## config.mk

```make
export PLATFORM = sky130hd
export DESIGN_NAME = mrelbp_ci_top
export DESIGN_NICKNAME = d
export VERILOG_FILES = /design/src/common/mrelbp_pkg.sv /design/src/common/win_if.sv /design/src/verilog/ci_unit.sv /design/src/verilog/mrelbp_ci_top.sv /design/src/window/line_buffer.sv /design/src/window/window_builder.sv
export VERILOG_INCLUDE_DIRS = /design/src /design/src/common
export SDC_FILE = /design/constraint.sdc
export NUM_CORES = 2
export LEC_CHECK = 0
export BUFFER_PORTS_ARGS = -buffer_cell sky130_fd_sc_hd__buf_2
export CELL_PAD_IN_SITES_DETAIL_PLACEMENT = 1
export CELL_PAD_IN_SITES_GLOBAL_PLACEMENT = 2
export CORE_MARGIN = 5
export CORE_UTILIZATION = 50
export DETAILED_ROUTE_END_ITERATION = 16
export PLACE_DENSITY = 0.79
export SLEW_MARGIN = 20
export SYNTH_ARGS = -nofsm -noshare
export SYNTH_HDL_FRONTEND = slang
export SYNTH_SLANG_ARGS = --single-unit
```

## constraint.sdc

```tcl
create_clock -name clk -period 27.7 [get_ports clk]
set_input_delay 4.155 -clock clk [delete_from_list [all_inputs] [get_ports clk]]
set_output_delay 4.155 -clock clk [all_outputs]
set_load 0.005 [all_outputs]
```

## src/common/mrelbp_cfg.svh

```systemverilog
`ifndef MRELBP_CFG_SVH
`define MRELBP_CFG_SVH

// ########################################
// frame geometry
// ########################################

// image size in pixels, fixed at build time
`define MRELBP_IMG_W 16
`define MRELBP_IMG_H 16

// ########################################
// window geometry
// ########################################

// radius 4 gives a 9x9 neighbourhood
`define MRELBP_R     4
`define MRELBP_WIN   9
`define MRELBP_NPIX  81

`endif

```

## src/common/mrelbp_pkg.sv

```systemverilog
`default_nettype none

`include "mrelbp_cfg.svh"

package mrelbp_pkg;

    // one 8-bit unsigned pixel
    typedef logic [7:0] pix_t;

    // row-major window, entry NPIX/2 is the center
    typedef pix_t [`MRELBP_NPIX-1:0] window_t;

    // 81 * 255 = 20655 fits in 15 bits
    typedef logic [14:0] sum_t;

    // row or column index
    typedef logic [7:0] coord_t;

    // builder states
    typedef enum logic [1:0] {
        FILL,
        RUN,
        DONE
    } build_state_e;

endpackage

`default_nettype wire

```

## src/common/win_if.sv

```systemverilog
`timescale 1ns/100ps
`default_nettype none

// completed window plus its center position, builder to CI unit
interface win_if;
    import mrelbp_pkg::*;

    logic    valid;
    window_t win;
    coord_t  row;
    coord_t  col;

    modport src (
        output valid,
        output win,
        output row,
        output col
    );

    modport dst (
        input valid,
        input win,
        input row,
        input col
    );

endinterface

`default_nettype wire

```

## src/verilog/ci_unit.sv

```systemverilog
`timescale 1ns/100ps
`default_nettype none

`include "mrelbp_cfg.svh"

module ci_unit (
    input  logic                clk,
    input  logic                rst,
    win_if.dst                  win,
    output logic                ci_valid_o,
    output logic                ci_o,
    output mrelbp_pkg::coord_t  ci_row_o,
    output mrelbp_pkg::coord_t  ci_col_o
);
    import mrelbp_pkg::*;

    localparam int NPIX   = `MRELBP_NPIX;
    localparam int CENTER = NPIX / 2;
    localparam int LVLS   = $clog2(NPIX);
    localparam int LEAVES = 1 << LVLS;
    localparam int REM_W  = $clog2(NPIX);

    // ########################################
    // stage 1 balanced adder tree
    // ########################################

    // leaves past NPIX are tied to zero
    sum_t tree [LVLS+1][LEAVES];

    for (genvar gi = 0; gi < LEAVES; gi++) begin : g_leaf
        if (gi < NPIX) begin : g_pix
            assign tree[0][gi] = sum_t'(win.win[gi]);
        end else begin : g_pad
            assign tree[0][gi] = '0;
        end
    end

    for (genvar gl = 0; gl < LVLS; gl++) begin : g_lvl
        for (genvar gi = 0; gi < (LEAVES >> (gl + 1)); gi++) begin : g_node
            assign tree[gl+1][gi] = tree[gl][2*gi] + tree[gl][2*gi + 1];
        end
    end

    logic   s1_valid;
    sum_t   s1_sum;
    pix_t   s1_center;
    coord_t s1_row;
    coord_t s1_col;

    always_ff @(posedge clk or posedge rst) begin
        if (rst) begin
            s1_valid <= 1'b0;
        end else begin
            s1_valid <= win.valid;
        end
    end

    always_ff @(posedge clk) begin
        if (win.valid) begin
            s1_sum    <= tree[LVLS][0];
            s1_center <= win.win[CENTER];
            s1_row    <= win.row;
            s1_col    <= win.col;
        end
    end

    // ########################################
    // stage 2 mean and remainder compare
    // ########################################

    pix_t             mean_d;
    logic [REM_W-1:0] rem_d;
    logic             ci_d;

    assign mean_d = pix_t'(s1_sum / sum_t'(NPIX));
    assign rem_d  = REM_W'(s1_sum % sum_t'(NPIX));
    assign ci_d   = (s1_center > mean_d) || ((s1_center == mean_d) && (rem_d == '0));

    always_ff @(posedge clk or posedge rst) begin
        if (rst) begin
            ci_valid_o <= 1'b0;
        end else begin
            ci_valid_o <= s1_valid;
        end
    end

    always_ff @(posedge clk) begin
        if (s1_valid) begin
            ci_o     <= ci_d;
            ci_row_o <= s1_row;
            ci_col_o <= s1_col;
        end
    end

    // same as center*81 >= sum
    ci_rule_a : assert property (@(posedge clk) disable iff (rst)
        ci_valid_o |-> (ci_o == (int'($past(s1_center)) * NPIX >= int'($past(s1_sum)))));

endmodule

`default_nettype wire

```

## src/verilog/mrelbp_ci_top.sv

```systemverilog
`timescale 1ns/100ps
`default_nettype none

module mrelbp_ci_top (
    input  logic       clk,
    input  logic       rst,
    input  logic       pix_valid_i,
    input  logic       pix_sof_i,
    input  logic [7:0] pix_i,
    output logic       ci_valid_o,
    output logic       ci_o,
    output logic [7:0] ci_row_o,
    output logic [7:0] ci_col_o
);

    // builder to CI unit
    win_if win_bus ();

    window_builder i_builder (
        .clk         (clk),
        .rst         (rst),
        .pix_valid_i (pix_valid_i),
        .pix_sof_i   (pix_sof_i),
        .pix_i       (pix_i),
        .win         (win_bus.src)
    );

    ci_unit i_ci (
        .clk        (clk),
        .rst        (rst),
        .win        (win_bus.dst),
        .ci_valid_o (ci_valid_o),
        .ci_o       (ci_o),
        .ci_row_o   (ci_row_o),
        .ci_col_o   (ci_col_o)
    );

endmodule

`default_nettype wire

```

## src/window/line_buffer.sv

```systemverilog
`timescale 1ns/100ps
`default_nettype none

`include "mrelbp_cfg.svh"

module line_buffer (
    input  logic                                  clk,
    input  logic                                  rst,
    input  logic                                  shift_i,
    input  mrelbp_pkg::pix_t                      pix_i,
    output mrelbp_pkg::pix_t [`MRELBP_WIN-1:0]    col_o
);
    import mrelbp_pkg::*;

    localparam int DEPTH  = `MRELBP_IMG_W;
    localparam int NLINES = `MRELBP_WIN - 1;
    localparam int PTR_W  = (DEPTH > 1) ? $clog2(DEPTH) : 1;
    localparam logic [PTR_W-1:0] LAST_PTR = PTR_W'(DEPTH - 1);

    // line k delays its input by one image row
    pix_t             line_mem [NLINES][DEPTH];
    logic [PTR_W-1:0] wr_ptr;

    always_ff @(posedge clk or posedge rst) begin
        if (rst) begin
            wr_ptr <= '0;
        end else if (shift_i) begin
            if (wr_ptr == LAST_PTR) begin
                wr_ptr <= '0;
            end else begin
                wr_ptr <= wr_ptr + 1'b1;
            end
        end
    end

    // all lines share one pointer, so the chain is a single W*8 delay
    always_ff @(posedge clk) begin
        if (shift_i) begin
            line_mem[0][wr_ptr] <= pix_i;
            for (int k = 1; k < NLINES; k++) begin
                line_mem[k][wr_ptr] <= line_mem[k-1][wr_ptr];
            end
        end
    end

    // ########################################
    // column output, oldest row at index 0
    // ########################################

    always_comb begin
        col_o[NLINES] = pix_i;
        for (int k = 0; k < NLINES; k++) begin
            col_o[NLINES-1-k] = line_mem[k][wr_ptr];
        end
    end

    ptr_range_a : assert property (@(posedge clk) disable iff (rst)
        wr_ptr < DEPTH);

endmodule

`default_nettype wire

```

## src/window/window_builder.sv

```systemverilog
`timescale 1ns/100ps
`default_nettype none

`include "mrelbp_cfg.svh"

module window_builder (
    input  logic              clk,
    input  logic              rst,
    input  logic              pix_valid_i,
    input  logic              pix_sof_i,
    input  mrelbp_pkg::pix_t  pix_i,
    win_if.src                win
);
    import mrelbp_pkg::*;

    localparam int     WIN      = `MRELBP_WIN;
    localparam coord_t LAST_COL = coord_t'(`MRELBP_IMG_W - 1);
    localparam coord_t LAST_ROW = coord_t'(`MRELBP_IMG_H - 1);
    localparam coord_t EDGE     = coord_t'(WIN - 1);
    localparam coord_t RAD      = coord_t'(`MRELBP_R);

    build_state_e state_q;
    build_state_e state_d;
    build_state_e state_base;
    coord_t       row_q;
    coord_t       col_q;
    coord_t       cur_row;
    coord_t       cur_col;
    logic         accept;
    logic         complete;

    pix_t [WIN-1:0]          col_pix;
    pix_t [WIN-1:0][WIN-1:0] win_arr;

    line_buffer i_line_buffer (
        .clk     (clk),
        .rst     (rst),
        .shift_i (accept),
        .pix_i   (pix_i),
        .col_o   (col_pix)
    );

    // sof forces position 0,0 for the pixel that carries it
    assign cur_row  = pix_sof_i ? '0 : row_q;
    assign cur_col  = pix_sof_i ? '0 : col_q;
    assign accept   = pix_valid_i && (pix_sof_i || (state_q != DONE));
    assign complete = accept && (cur_row >= EDGE) && (cur_col >= EDGE);

    // ########################################
    // frame FSM
    // ########################################

    always_comb begin
        state_base = pix_sof_i ? FILL : state_q;
        state_d    = state_q;
        if (accept) begin
            state_d = state_base;
            if (cur_col == LAST_COL) begin
                if ((state_base == FILL) && (cur_row == EDGE - 1'b1)) begin
                    state_d = RUN;
                end else if ((state_base == RUN) && (cur_row == LAST_ROW)) begin
                    state_d = DONE;
                end
            end
        end
    end

    always_ff @(posedge clk or posedge rst) begin
        if (rst) begin
            state_q   <= FILL;
            row_q     <= '0;
            col_q     <= '0;
            win.valid <= 1'b0;
        end else begin
            state_q   <= state_d;
            win.valid <= complete;
            if (accept) begin
                if (cur_col == LAST_COL) begin
                    col_q <= '0;
                    row_q <= cur_row + 1'b1;
                end else begin
                    col_q <= cur_col + 1'b1;
                    row_q <= cur_row;
                end
            end
        end
    end

    // ########################################
    // 9x9 shift array, newest column at index 8
    // ########################################

    always_ff @(posedge clk) begin
        if (accept) begin
            for (int r = 0; r < WIN; r++) begin
                for (int c = 0; c < WIN - 1; c++) begin
                    win_arr[r][c] <= win_arr[r][c+1];
                end
                win_arr[r][WIN-1] <= col_pix[r];
            end
        end
        if (complete) begin
            win.row <= cur_row - RAD;
            win.col <= cur_col - RAD;
        end
    end

    // array holds the window until the next accepted pixel
    always_comb begin
        for (int r = 0; r < WIN; r++) begin
            for (int c = 0; c < WIN; c++) begin
                win.win[r*WIN + c] = win_arr[r][c];
            end
        end
    end

    no_win_in_fill_a : assert property (@(posedge clk) disable iff (rst)
        win.valid |-> (state_q != FILL));

endmodule

`default_nettype wire
```

# ---- Word-level counts from Yosys, hierarchy flattened
# Memories as Yosys holds them, arrays and structs flattened.
# Index checks and enable logic that the tools add are counted.
dict set report totals {
  output_inout_bits 18
  in_bits 12
  word_cells 246
  mem_count 1
  reg_bits 745
  ram_bits 1024
}
# name depth width read_ports rd_ports_with_merged_regs write_ports line_no
set mem_list {}
lappend mem_list {i_builder.i_line_buffer.line_mem 8 128 8 0 8 line_buffer.sv:21} ;# pix_t line_mem [NLINES][DEPTH];
dict set report classes {
  order_cmp 5
  n_addsub 85
  bitwise_logic 1
  n_mux 37
  reduce_logical 11
  n_eq_ne 7
  n_div 2
}
# operator count
set ops {}
lappend ops {{15-bit adder} 39}
lappend ops {{8-bit by 8-bit adder with 9-bit output} 40}
lappend ops {{8-bit binary-select mux with 4-bit select} 8}
lappend ops {{8-bit 2-to-1 mux} 21}
lappend ops {{128-bit 2-to-1 mux} 1}
lappend ops {{8-bit demux with 4-bit select} 1}
lappend ops {{8-bit by 1-bit adder with 8-bit output (second input constant)} 2}
lappend ops {{8-bit by 4-bit == test with 1-bit output (second input constant)} 2}
lappend ops {{8-bit by 4-bit >= comparator with 1-bit output (second input constant)} 2}
lappend ops {{8-bit by 3-bit subtractor with 8-bit output (second input constant)} 2}
lappend ops {{15-bit by 8-bit adder with 15-bit output} 1}
lappend ops {{15-bit by 7-bit divider with 15-bit output (second input constant)} 1}
lappend ops {{15-bit by 7-bit modulo with 15-bit output (second input constant)} 1}
lappend ops {{8-bit by 3-bit == test with 1-bit output (second input constant)} 1}
lappend ops {{8-bit == test} 1}
lappend ops {{8-bit greater-than comparator} 1}
lappend ops {{2-bit 2-to-1 mux} 4}
lappend ops {{1-bit logical AND} 7}
lappend ops {{7-bit logical NOT} 1}
lappend ops {{5-bit >= comparator (second input constant)} 1}
lappend ops {{5-bit by 1-bit less-than comparator with 1-bit output (second input constant)} 1}
lappend ops {{4-bit inverter with 5-bit output} 1}
lappend ops {{4-bit by 1-bit adder with 4-bit output (second input constant)} 1}
lappend ops {{4-bit == test (second input constant)} 1}
lappend ops {{other kinds (6)} 7}

# ---- Depth between registers and ports, before layout
dict set report logic_depth {
  depth_word 7
  ltp_mapped 46
  mapped_depth_nobuf 42
}

# ---- By module
# From an unflattened synthesis, not the netlist that was laid out.
dict set report hier_totals {
  cells_unflattened 4487
  area_unflattened_um2 81589.5
}
# mod cells_per_inst n_inst seq_area_each_um2 area_each_um2
set modules_own_cells {}
lappend modules_own_cells {line_buffer 1614 1 30849.6 38652.1}
lappend modules_own_cells {ci_unit 2032 1 1731.7 21587.0}
lappend modules_own_cells {window_builder 841 1 20414.6 21350.5}

# ---- Worst setup path after synthesis
# Ideal clock, no wire load.
dict set report synth_path {
  kind {input to register}
  start {input pix_sof_i}
  end {register i_builder.col_q[3]}
  arrival_time_ps 24129
  setup_ps 143
  stages 8
  path_slack_ps 3427
  n_path_buf 1
  required_time_ps 27557
  cell_sequence {nor2_1 -> nand2_1 -> nand2_1 -> clkinv_1 -> clkbuf_1 -> o21ai_0 -> nand2_1 -> o31ai_1}
}
dict set report synth_via {
  word_cells_on_any_way 6
  classes_between {add/sub: 1; eq/ne: 1; mux: 2; reduce/logical: 2}
}
# element line_no
set synth_lines {}
lappend synth_lines {{start: declaration} mrelbp_ci_top.sv:8} ;# input logic pix_sof_i,
lappend synth_lines {{1-bit logical OR} window_builder.sv:46} ;# assign accept = pix_valid_i && (pix_sof_i || (state_q != DONE));
lappend synth_lines {{1-bit logical AND} window_builder.sv:46}
lappend synth_lines {{net i_builder.accept} window_builder.sv:29} ;# logic accept;
lappend synth_lines {{end signal: assignment} window_builder.sv:82} ;# col_q <= cur_col + 1'b1;
lappend synth_lines {{end: declaration} window_builder.sv:26} ;# coord_t col_q;
# The timed path passes the listed nets, and every way through them passes these cells.
# A chain may end at the register's enable or synchronous reset.

# ---- Final worst setup path
dict set report layout_path {
  start {register i_ci.s1_sum[12]}
  end {register i_ci.ci_o, data pin}
}
dict set report layout_via {
  elab_chain_cells 4
  word_cells_on_any_way 7
  classes_between {div: 2; order compare: 1; eq/ne: 1; reduce/logical: 3}
}
# element line_no
set layout_lines {}
lappend layout_lines {{start: declaration} ci_unit.sv:45} ;# sum_t s1_sum;
lappend layout_lines {{start signal: assignment} ci_unit.sv:60} ;# s1_sum <= tree[LVLS][0];
lappend layout_lines {{parallel branches: the longest is 3 deep, another holds 15-bit by 7-bit divider with 15-bit output} --}
lappend layout_lines {{1-bit logical OR *} ci_unit.sv:77} ;# assign ci_d = (s1_center > mean_d) || ((s1_center == mean_d) && (rem_d == '0));
lappend layout_lines {{net i_ci.ci_d} ci_unit.sv:73} ;# logic ci_d;
lappend layout_lines {{end signal: assignment} ci_unit.sv:89} ;# ci_o <= ci_d;
lappend layout_lines {{end: declaration} ci_unit.sv:11} ;# output logic ci_o,
# Mark *: on every way through the listed nets, which the timed path passes.

==> metrics <==
Seq cells post-synth 1769; CTS root buf clkbuf_16; Synth top area share 0.624; Final Max Tran Viols 0; Worst Setup Start Kind flop; area of the multi-input gates 28900 um^2; crit path max fanout 19; Die Area 176000 um^2; Crit Path Class reg2reg; Worst Hold Path Cells 0; Hold WC Path Type reg2reg; Setup Buffers After CTS 0; first-pass GRT wire length 293000 um; Die Y 420 um; yosys warns 0; Syn Std Cell Area 84000 um^2; reg2reg path depth 39; Final TNS setup 0 ps; layout cells sized above 1 0.139; min Tclk post-route 10460 ps; Worst-Margin Slew 1220 ps; hpwl dp 129000 um; post-synthesis sequential area ratio 0.631; Slew HR 0.187; Storage cell area 53000 um^2; cell taking the most area after synthesis edfxtp_1; f_max 95.6 MHz; Post-synth EDFFs 1744; syn_nets 5575; Final setup viols 0; Clock transition at path regs 70 ps; drt first pass iters 5; clk sinks 1769; asr flop ratio synth 0.0141; most frequent cells in the layout 1744 x edfxtp_1, 454 x inv_1, 393 x ha_1; H-tree depth 4; # nets final 5725; clk_lat worst skew 820 ps; fin crit share 0.378; drt drc 0; Initial Util 0.503; Via Count 41600; WP data arrival 10980 ps; PortBufs 29; Critical Path End Type flop; CTS tree built; FF-to-FF setup slack 17240 ps; global placer's final weighted congestion 0.786; total global routing overflow 0; initial DRC count 3250; Placed Area 86800 um^2; post-CTS sizing 0; pin count of the biggest net entering global routing 174; top post-synthesis cells by area edfxtp_1 62%, fa_1 9.1%, mux4_2 8.6%; total wire length 192000 um; status complete, no violations; hold_buf cts 0; fillers 14900; Syn Area/Cell 17.5 um^2; via count of the first global-routing pass 46000; DR vias/cell 5.70; ANT nets after route 0; core region area 167000 um^2; GR Util All Layers 0.224; Cells after Synth 4787; # rows 150; critical path's largest stage delay 740 ps; WP data required 28220 ps; CTS Buf Count 186; cell area after layout 92800 um^2; Synth cell types 102; Avg WL per Cell 26.4 um; WHS 417 ps; I/O pin cnt 30; Max Cap Violations 0; initial antenna violation count 14; top_reg_cell synth edfxtp_1; Hold Fails Final Rpt 0; Area Overhead vs Synth 10.5%; RSZ-0062 raised after global routing false; skew final 52.2 ps; most common cell after layout, fill and taps aside edfxtp_1; CP max-delay cell edfxtp_1; Die W 420 um; Top cell by count, worst path a211oi_1; clock buffer depth 3; fin util 0.556
[layer usage]
metal	share of wire	vias up	track usage
met5	0.00022	-	0
met3	0.055	246	0.0391
li1	-	18500	-
met1	0.42	21900	0.304
met4	0.021	6	0.0528
met2	0.51	985	0.381
[cells by family (layout without fill, tap and decap cells)]
kind of cell,count (synthesis),count (layout),share of synthesized area
AO/OA/AOI/OAI,682,682,0.0532
adder cells (fa/ha/maj),776,776,0.150
AND/OR/NAND/NOR,391,391,0.0242
XOR/XNOR,281,281,0.0294
buffers and inverters,562,864,0.0255
multiplexers,326,326,0.0867
flip-flops,1769,1769,0.631
other,0,5,0
[state kept, by name, indices dropped and copies added (netlist names), 2 cells and up]
signal and count:
i_builder.i_line_buffer.line_mem 1024, i_builder.win.win 648, i_ci.s1_sum 15, i_builder.col_q 8, i_builder.row_q 8, i_builder.win.col 8
i_builder.win.row 8, i_ci.ci_col_o 8, i_ci.ci_row_o 8, i_ci.s1_center 8, i_ci.s1_col 8, i_ci.s1_row 8
i_builder.i_line_buffer.wr_ptr 4, i_builder.state_q 2
[cells in the mapped netlist, drive strengths merged, types with 8 or more instances]
master	instances
a21o	73
and3	16
o211ai	13
fa	383
or3	13
xor2	52
o31ai	8
a211oi	13
clkbuf	68
nor2b	34
o21bai	131
buf	38
nor3	28
mux4	320
nor2	93
a31oi	13
nand2b	33
and2	18
o21ai	85
xnor2	229
nand3	32
ha	393
a21oi	265
inv	455
nand2	79
edfxtp	1744
nand4	10
dfrtp	25
[area by class of cell]
type,instances,share of cell area
tap,2204,0.0297
antenna,5,0.000135
clock buffer,232,0.0529
clock inverter,108,0.0113
timing repair buffer,68,0.00499
multi-input combinational,2456,0.311
sequential,1769,0.571
inverter,456,0.0185
[metrics by stage]
stage / instances / setup slack, ps
after floorplan: 4787 / 3430
after global placement: 6953 / 17070
after detailed placement: 6953 / 17110
after CTS: 7293 / 16990
after global routing: 7293 / 16360
final: 7298 / 17240
[critical path, delay by kind of cell, from the launching register on]
| kind | cells | cell delay, ps |
|---|---|---|
| multiplexers | 1 | 590 |
| buffers and inverters | 1 | 100 |
| adder cells (fa/ha/maj) | 2 | 380 |
| AO/OA/AOI/OAI | 23 | 5840 |
| AND/OR/NAND/NOR | 12 | 2560 |
| flip-flops | 1 | 740 |
[final timing paths]
check                                     start             endpoint
max                             i_ci.s1_sum[12]            i_ci.ci_o
min                        i_builder.win.row[4]       i_ci.s1_row[4]
max reg2reg                     i_ci.s1_sum[12]            i_ci.ci_o
min reg2reg                i_builder.win.row[4]       i_ci.s1_row[4]
max in group asynchronous                   rst  i_builder.win.valid
min in group asynchronous                   rst   i_builder.col_q[7]
Power is left out: the tool's default activity adds up to more than one toggle a clock period on the data nets, which glitch-free logic cannot reach.
